[config.mk]
export PLATFORM = sky130hd
export DESIGN_NAME = regs_top
export DESIGN_NICKNAME = d
export VERILOG_FILES = /design/src/logic/cpu_pkg.sv /design/src/logic/regs_top.sv /design/src/logic/register_file.sv /design/src/logic/writeback_port.sv /design/src/logic/operand_decode.sv
export SDC_FILE = /design/constraint.sdc
export NUM_CORES = 2
export LEC_CHECK = 0
export ABC_AREA = 0
export BUFFER_PORTS_ARGS = -buffer_cell sky130_fd_sc_hd__buf_2
export CAP_MARGIN = 25
export CORE_ASPECT_RATIO = 0.75
export CORE_UTILIZATION = 45
export CTS_BUF_LIST = sky130_fd_sc_hd__clkbuf_4 sky130_fd_sc_hd__clkbuf_8
export DETAILED_ROUTE_END_ITERATION = 10
export MAX_ROUTING_LAYER = met4
export PLACE_DENSITY = 0.65
export SYNTH_ARGS = -nofsm -noshare
export SYNTH_HDL_FRONTEND = slang
export SYNTH_SLANG_ARGS = --single-unit
[constraint.sdc]
create_clock -name i_clock -period 45.3 [get_ports i_clock]
set_input_delay 9.06 -clock i_clock [delete_from_list [all_inputs] [get_ports i_clock]]
set_output_delay 9.06 -clock i_clock [all_outputs]
set_load 0.005 [all_outputs]
[src/logic/cpu_pkg.sv]
package cpu_pkg;

	// Data and instruction words
	typedef logic [31:0] word_t;
	typedef logic [31:0] inst_t;

	// Index into the integer register file
	typedef logic [4:0] reg_index_t;

	// Writeback tag, wraps around
	typedef logic [2:0] tag_t;

	// Integer register count, x0 included
	localparam int REG_COUNT = 32;

	// Reset value of x2
	localparam word_t STACK_POINTER = 32'h0001_0000;

	// Fused multiply-add opcodes, the only ones that read rs3
	localparam logic [6:0] OPCODE_MADD = 7'b1000011;
	localparam logic [6:0] OPCODE_MSUB = 7'b1000111;
	localparam logic [6:0] OPCODE_NMSUB = 7'b1001011;
	localparam logic [6:0] OPCODE_NMADD = 7'b1001111;

endpackage
[src/logic/regs_top.sv]
`timescale 1ns/1ps

module regs_top import cpu_pkg::*; (
	input i_clock,
	input i_reset,

	input inst_t i_inst,

	input i_wb_strobe,
	input reg_index_t i_wb_rd,
	input word_t i_wb_value,

	output word_t o_rs1,
	output word_t o_rs2,
	output word_t o_rs3
);

	reg_index_t rs1_index;
	reg_index_t rs2_index;
	reg_index_t rs3_index;

	reg_index_t wb_rd;
	word_t wb_value;
	tag_t wb_tag;

	operand_decode u_operand_decode (
		.i_inst(i_inst),
		.o_rs1_index(rs1_index),
		.o_rs2_index(rs2_index),
		.o_rs3_index(rs3_index)
	);

	// Stands in for the memory stage output
	writeback_port u_writeback_port (
		.i_clock(i_clock),
		.i_reset(i_reset),
		.i_wb_strobe(i_wb_strobe),
		.i_wb_rd(i_wb_rd),
		.i_wb_value(i_wb_value),
		.o_wb_rd(wb_rd),
		.o_wb_value(wb_value),
		.o_wb_tag(wb_tag)
	);

	register_file u_register_file (
		.i_clock(i_clock),
		.i_reset(i_reset),
		.i_rs1_index(rs1_index),
		.i_rs2_index(rs2_index),
		.i_rs3_index(rs3_index),
		.o_rs1(o_rs1),
		.o_rs2(o_rs2),
		.o_rs3(o_rs3),
		.i_wb_rd(wb_rd),
		.i_wb_value(wb_value),
		.i_wb_tag(wb_tag)
	);

endmodule

[src/logic/register_file.sv]
`timescale 1ns/1ps

module register_file import cpu_pkg::*; (
	input i_clock,
	input i_reset,

	input reg_index_t i_rs1_index,
	input reg_index_t i_rs2_index,
	input reg_index_t i_rs3_index,

	output word_t o_rs1,
	output word_t o_rs2,
	output word_t o_rs3,

	input reg_index_t i_wb_rd,
	input word_t i_wb_value,
	input tag_t i_wb_tag
);

	word_t regs [REG_COUNT];
	tag_t last_tag;
	logic wb_new;

	// x0 is hard-wired, whatever the array holds
	function automatic word_t read_operand(input reg_index_t index);
		word_t value;
		if (index == '0) begin
			value = '0;
		end else begin
			value = regs[index];
		end
		return value;
	endfunction

	assign wb_new = (i_wb_tag != last_tag);

	// Read first, sampled before any write of this edge lands
	always_ff @(posedge i_clock or posedge i_reset) begin
		if (i_reset) begin
			o_rs1 <= '0;
			o_rs2 <= '0;
			o_rs3 <= '0;
		end else begin
			o_rs1 <= read_operand(i_rs1_index);
			o_rs2 <= read_operand(i_rs2_index);
			o_rs3 <= read_operand(i_rs3_index);
		end
	end

	always_ff @(posedge i_clock or posedge i_reset) begin
		if (i_reset) begin
			last_tag <= '0;
		end else if (wb_new) begin
			last_tag <= i_wb_tag;
		end
	end

	// Write later
	always_ff @(posedge i_clock or posedge i_reset) begin
		if (i_reset) begin
			for (int i = 0; i < REG_COUNT; i++) begin
				// x2 starts as the stack pointer
				if (i == 2) begin
					regs[i] <= STACK_POINTER;
				end else begin
					regs[i] <= '0;
				end
			end
		end else if (wb_new && (i_wb_rd != '0)) begin
			regs[i_wb_rd] <= i_wb_value;
		end
	end

endmodule

[src/logic/writeback_port.sv]
`timescale 1ns/1ps

module writeback_port import cpu_pkg::*; (
	input i_clock,
	input i_reset,

	input i_wb_strobe,
	input reg_index_t i_wb_rd,
	input word_t i_wb_value,

	output reg_index_t o_wb_rd,
	output word_t o_wb_value,
	output tag_t o_wb_tag
);

	logic pending_valid;
	reg_index_t pending_rd;
	word_t pending_value;

	// Strobe captured, record not yet published
	always_ff @(posedge i_clock or posedge i_reset) begin
		if (i_reset) begin
			pending_valid <= 1'b0;
		end else begin
			pending_valid <= i_wb_strobe;
		end
	end

	always_ff @(posedge i_clock) begin
		if (i_wb_strobe) begin
			pending_rd <= i_wb_rd;
			pending_value <= i_wb_value;
		end
	end

	// New tag marks the record as a fresh write
	always_ff @(posedge i_clock or posedge i_reset) begin
		if (i_reset) begin
			o_wb_tag <= '0;
		end else if (pending_valid) begin
			o_wb_tag <= o_wb_tag + 1'b1;
		end
	end

	always_ff @(posedge i_clock) begin
		if (pending_valid) begin
			o_wb_rd <= pending_rd;
			o_wb_value <= pending_value;
		end
	end

endmodule

[src/logic/operand_decode.sv]
`timescale 1ns/1ps

module operand_decode import cpu_pkg::*; (
	input inst_t i_inst,

	output reg_index_t o_rs1_index,
	output reg_index_t o_rs2_index,
	output reg_index_t o_rs3_index
);

	logic [6:0] opcode;
	logic is_r4;

	assign opcode = i_inst[6:0];

	// rs1 and rs2 sit at the same place in every format that has them
	assign o_rs1_index = i_inst[19:15];
	assign o_rs2_index = i_inst[24:20];

	always_comb begin
		case (opcode)
			OPCODE_MADD: begin
				is_r4 = 1'b1;
			end
			OPCODE_MSUB: begin
				is_r4 = 1'b1;
			end
			OPCODE_NMSUB: begin
				is_r4 = 1'b1;
			end
			OPCODE_NMADD: begin
				is_r4 = 1'b1;
			end
			default: begin
				is_r4 = 1'b0;
			end
		endcase
	end

	// Outside R4 the top bits belong to funct7, so point rs3 at x0
	assign o_rs3_index = is_r4 ? i_inst[31:27] : '0;

endmodule

[Word level (Yosys, flattened, before mapping)]
Index checks and enable logic that the tools add are counted.
W data, S select, Z words.
Storage, ports and cells
  bits in registers: 1201
  input bits: 72
  output and inout port bits: 96
  word-level logic and storage cells: 81
Cells by class
  $add $sub $neg: 1
  order comparisons: 5
  equal/unequal tests: 5
  mux-type cells: 17
  bitwise operators: 4
  reductions and logical operators: 7
Operators with widths (count)
  $bwmux W1024: 1
  $bmux W32 S5: 3
  $mux W32: 10
  $demux W32 S5: 1
  $eq A7 B7 Y1 const B: 4
  $ge A6 B6 Y1 const B: 4
  $not A5 Y6: 4
  $logic_not A5 Y1: 3
  $lt A6 B1 Y1 const B: 1
  $mux W5: 1
  $reduce_bool A5 Y1: 1
  $reduce_or A4 Y1: 1
  $add A3 B1 Y3 const B: 1
  $ne A3 B3 Y1: 1
  $logic_and A1 B1 Y1: 2
  $mux W1: 1

[Longest topological paths before layout]
  depth in word-level cells: 9
  mapped depth: 10
  depth with buffers taken out: 6

[By module]
From an unflattened synthesis, not the netlist that was laid out.
Second synthesis, totals
  cell total of the unflattened synthesis: 4497
  area total of the unflattened synthesis: 67908.9 µm²
Modules (own cells, without submodules)
  register_file: times used 1, cells each 4392, area each 65394.0 µm², seq. area each 28103.2 µm²
  writeback_port: times used 1, cells each 84, area each 2374.8 µm², seq. area each 2322.2 µm²
  operand_decode: times used 1, cells each 21, area each 140.1 µm², seq. area each 0.0 µm²

[Worst setup path after synthesis]
Ideal clock, no wire load.
  kind: input to register
  start point: input i_inst[15]
  end point: register u_register_file.o_rs1[22]
  library setup time: 0.133 ns
  arrival time: 10.934 ns
  required time: 45.167 ns
  slack: 34.233 ns
  stages on the path: 7
  path buffers: 3
  cell sequence: buf_2 clkbuf_1 buf_1 mux4_2 mux4_2 nand2_1 o21ai_0
Between the ends
  longest elaborated chain between the ends: 5
  elaborated cells between the ends (all ways): 6
  those cells by class: 4 x mux; 1 x bitwise; 1 x reduce/logical
RTL lines
  from (decl): line regs_top.sv:7  | input inst_t i_inst,
  $not A5 Y6 (implied by the code): line register_file.sv:30  | value = regs[index];
  $bmux W32 S5: line register_file.sv:30
  $mux W32 (implied by the code) (2 in series): line register_file.sv:30
  $mux W32 *: line register_file.sv:27  | if (index == '0) begin
  to (signal assigned): line register_file.sv:44  | o_rs1 <= read_operand(i_rs1_index);
  to (decl): line register_file.sv:11  | output word_t o_rs1,
Mark *: on every way between the ends. The rest lies on a longest branch, timed or not. The select of a mux whose other input is x is not followed.
A chain may end at the register's enable or synchronous reset.

[Worst setup path in the final report]
  start point: input i_inst[27]
  end point: register u_register_file.o_rs3[3]
Between the ends
  longest elaborated chain between the ends: 6
  elaborated cells between the ends (all ways): 7
  those cells by class: 5 x mux; 1 x bitwise; 1 x reduce/logical
RTL lines
  $mux W5 *: line operand_decode.sv:41  | assign o_rs3_index = is_r4 ? i_inst[31:27] : '0;
  $not A5 Y6 (implied by the code): line register_file.sv:30
  $bmux W32 S5: line register_file.sv:30
  $mux W32 (implied by the code) (2 in series): line register_file.sv:30
  $mux W32 *: line register_file.sv:27
  to (signal assigned): line register_file.sv:46  | o_rs3 <= read_operand(i_rs3_index);
  to (decl): line register_file.sv:13  | output word_t o_rs3,
Marked as above.

==> summary.txt <==
Die ar. -> 152,400 um^2
Final #Nets -> 4,885
Type of the worst setup path -> in -> reg
Clock root buffer -> clkbuf_8
Average wire per cell in the routed design -> 35.05 um
Number of clock buffers inserted by TritonCTS -> 189
Die Ht -> 338.3 um
Number of DRC markers in iteration 0 -> 6,531
Synthesized area divided by synthesized cell count -> 13.79 um^2
CTS Hold Buffers Added -> 0
Unique cell type count in the Yosys netlist -> 58
Io pins -> 168
Critical Path RT -> 46.09 ns
Post-route clock period utilization -> 28.29%
Commonest non-fill, non-tap cells in the layout -> mux2_2, dfrtp_1, mux4_2
Capturing element of the worst setup path -> u_register_file.o_rs3[3]$_DFF_PP0_
Clock group share of total power -> 23.8%
Half-perimeter wire length after detailed placement -> 128,800 um
Share of post-route cells with drive strength above 1 -> 48.44%
Internal power -> 3.011 mW
Count of input and output buffers -> 155
Unrepaired setup endpoints after global routing -> no
Final worst setup slack -> 32.48 ns
Setup slack on the worst flop-to-flop path -> 41.52 ns
Count of endpoints failing hold in the final timing report -> 0
Insertion delay to the later sink of the worst-skew pair -> 0.96 ns
Placeable core area -> 149,700 um^2
Share of synthesized flip-flops with an asynchronous set or reset -> 93.84%
Leakage power -> 30.59 nW
Worst setup EP type -> flop
Final GP Congestion -> 0.8551
Worst hold path class -> reg -> reg
TritonCTS Sinks -> 1,201
First-pass iteration count of the detailed router -> 6
Dpl cells -> 6,610
Number of antenna violations at the first check in global routing -> 15
Final design instance area without fill -> 74,530 um^2
Worst setup startpoint -> i_inst[27]
Rows -> 123
Leading cell type in the layout, fill and taps excluded -> mux2_2
Dominant cells by area after synthesis -> dfrtp_1, mux2_2, mux4_2
Number of pins exceeding their max-slew limit in the final report -> 0
Setup Viol. Count Final -> 0
Switching power -> 1.426 mW
Most area-hungry cell type in the Yosys netlist -> dfrtp_1
Via/cell ratio -> 6.949
Power after layout -> 4.437 mW
Largest fanout on the critical path -> 89
Final-layout setup total negative slack -> 0 ns
Final non-filler cell total -> 6,982
Final routed wirelength across all metal layers -> 244,800 um
Area post-placement -> 69,900 um^2
Register-to-Register Path Depth -> 5
Most frequently used flop master after synthesis -> dfrtp_1
R2R Path End -> u_register_file.regs[380]$_DFFE_PP0P_
Max IR drop VDD -> 0.03244 mV
Relative max-transition margin -> 11.13%
Worst slew pin tran -> 1.333 ns
Maximum buffer depth of the clock tree -> 3
EDFF count, synth -> 74
Global-route wire length before repair -> 351,700 um
Maximum number of pins on one net before global-route repair -> 165
Resized cells post-CTS -> 0
Min cycle time layout -> 12.82 ns
Remaining global-route overflow -> 0
Sw Share -> 32.13%
Die W -> 450.4 um
Via count -> 48,520
Combinational power share -> 30.8%
Clk slew on worst S/H paths -> 0.07 ns
CP startpoint kind -> input port
Post-route core utilization -> 49.77%
Worst endpoint data arrival time -> 13.60 ns
Mapped Area -> 67,850 um^2
Minimum setup slack after placement -> 31.62 ns
Number of synthesized register bits -> 1,201
Smallest hold slack -> 0.4004 ns
Critical register-to-register path startpoint -> u_writeback_port.o_wb_rd[2]$_DFFE_PP_
Setup clock skew after layout -> 0.04809 ns
DRC errors left -> 0
Syn Inst Count -> 4,921
Max Clock Freq -> 78.02 MHz
Number of max-cap violations -> 0
Pwr/cell area -> 59.52 nW/um^2
Part of the power in registers -> 45.4%
Syn Nets -> 4,994
Fraction of synthesized cell area taken by the top area cell type -> 41.53%
Post-detailed-route count of antenna-violating nets -> 0
Status -> finished clean
Fillers -> 12,780
GRT Overall Usage -> 32.83%
Yosys synthesis warning count -> 0
Via count of the first global-routing pass -> 48,120
CTS tree -> done
Level count of the clock H-tree -> 4
Portion of the post-synthesis area used by sequential elements -> 44.84%
Number of buffers inserted by post-CTS setup repair -> 0
Area added between synthesis and finish -> 9.843%
Starting utilization of the core area -> 45.31%
[sequential cells by signal, indices dropped and copies added (netlist names)]
name	count
u_register_file.regs	1024
u_writeback_port.o_wb_tag	3
u_register_file.o_rs3	32
u_writeback_port.o_wb_value	32
u_writeback_port.pending_rd	5
u_writeback_port.pending_valid	1
u_register_file.o_rs1	32
u_writeback_port.o_wb_rd	5
u_writeback_port.pending_value	32
u_register_file.o_rs2	32
u_register_file.last_tag	3
[cell families (layout without fill, tap and decap cells)]
group           after synthesis  after routing  synth area share [%]
mux                        1969           1969                 41.44
other cells                   0              9                     0
buf+inv                     609            661                 3.858
simple gates                430            430                 2.827
xor+xnor                      5              5               0.06454
compound gates              706            706                 6.952
fa+ha+maj                     1              1               0.01844
flops                      1201           1201                 44.84
[worst max-delay path, cell delays in order]
cell      delay (ns)
buf_8           0.53
nor3b_1         0.62
and2_4          0.69
buf_4           0.62
buf_4           0.73
mux2i_1         0.21
o221ai_1        0.23
o22ai_1         0.11
o32ai_1         0.65
[worst min path at each step]
stage                     depth (start not counted)                                startpoint                                endpoint
final                                             0     u_register_file.regs[992]$_DFFE_PP0P_   u_register_file.regs[992]$_DFFE_PP0P_
after global routing                              0    u_register_file.regs[1000]$_DFFE_PP0P_  u_register_file.regs[1000]$_DFFE_PP0P_
after CTS                                         0    u_register_file.regs[1020]$_DFFE_PP0P_  u_register_file.regs[1020]$_DFFE_PP0P_
after detailed placement                          0    u_register_file.regs[1020]$_DFFE_PP0P_  u_register_file.regs[1020]$_DFFE_PP0P_
after global placement                            0    u_register_file.regs[1010]$_DFFE_PP0P_  u_register_file.regs[1010]$_DFFE_PP0P_
after floorplan                                   0  u_writeback_port.pending_rd[0]$_DFFE_PP_   u_writeback_port.o_wb_rd[0]$_DFFE_PP_
[synth_stat cells (16+ instances only)]
cell	number
buf_2	202
nor3_1	55
o211ai_1	20
o221ai_1	37
mux4_2	553
o21ai_0	116
mux2_2	1187
a21oi_1	222
mux2i_1	224
nand2_1	255
a221o_1	20
o22ai_1	38
inv_1	43
a211o_1	16
clkbuf_1	295
buf_4	19
dfrtp_1	1126
buf_1	48
edfxtp_1	74
o41ai_1	18
nor2_1	48
a221oi_1	120
a211oi_1	61
[final cells by class]
class	instances	area [um^2]	area share, %
Multi-Input combinational cell	3111	35110	47.11
Sequential cell	1201	30430	40.83
Clock buffer	297	3737	5.014
Tap cell	2000	2502	3.357
Timing Repair Buffer	265	1991	2.671
Clock inverter	55	568.0	0.7621
Inverter	44	172.7	0.2317
Antenna cell	9	22.52	0.03022
[per-layer routing]
layer	vias to the layer above	track usage (%)	part of all wire [%]
met5	-	-	0
met4	0	14.39	4.5
met3	676	8.385	12
met2	3397	45.88	44
met1	25530	45.07	40
li1	18920	-	-
[power by group through the flow]
stage	logic, mW	clock network (mW)	registers (mW)
2_1_floorplan	1.11	0	1.85
3_3_place_gp	1.31	0	1.96
3_5_place_dp	1.35	0	2.01
4_1_cts	1.35	1.07	1.99
5_1_grt	1.46	1.12	2.07
6_report	1.37	1.06	2.01
(Power assumes the default switching activity.)
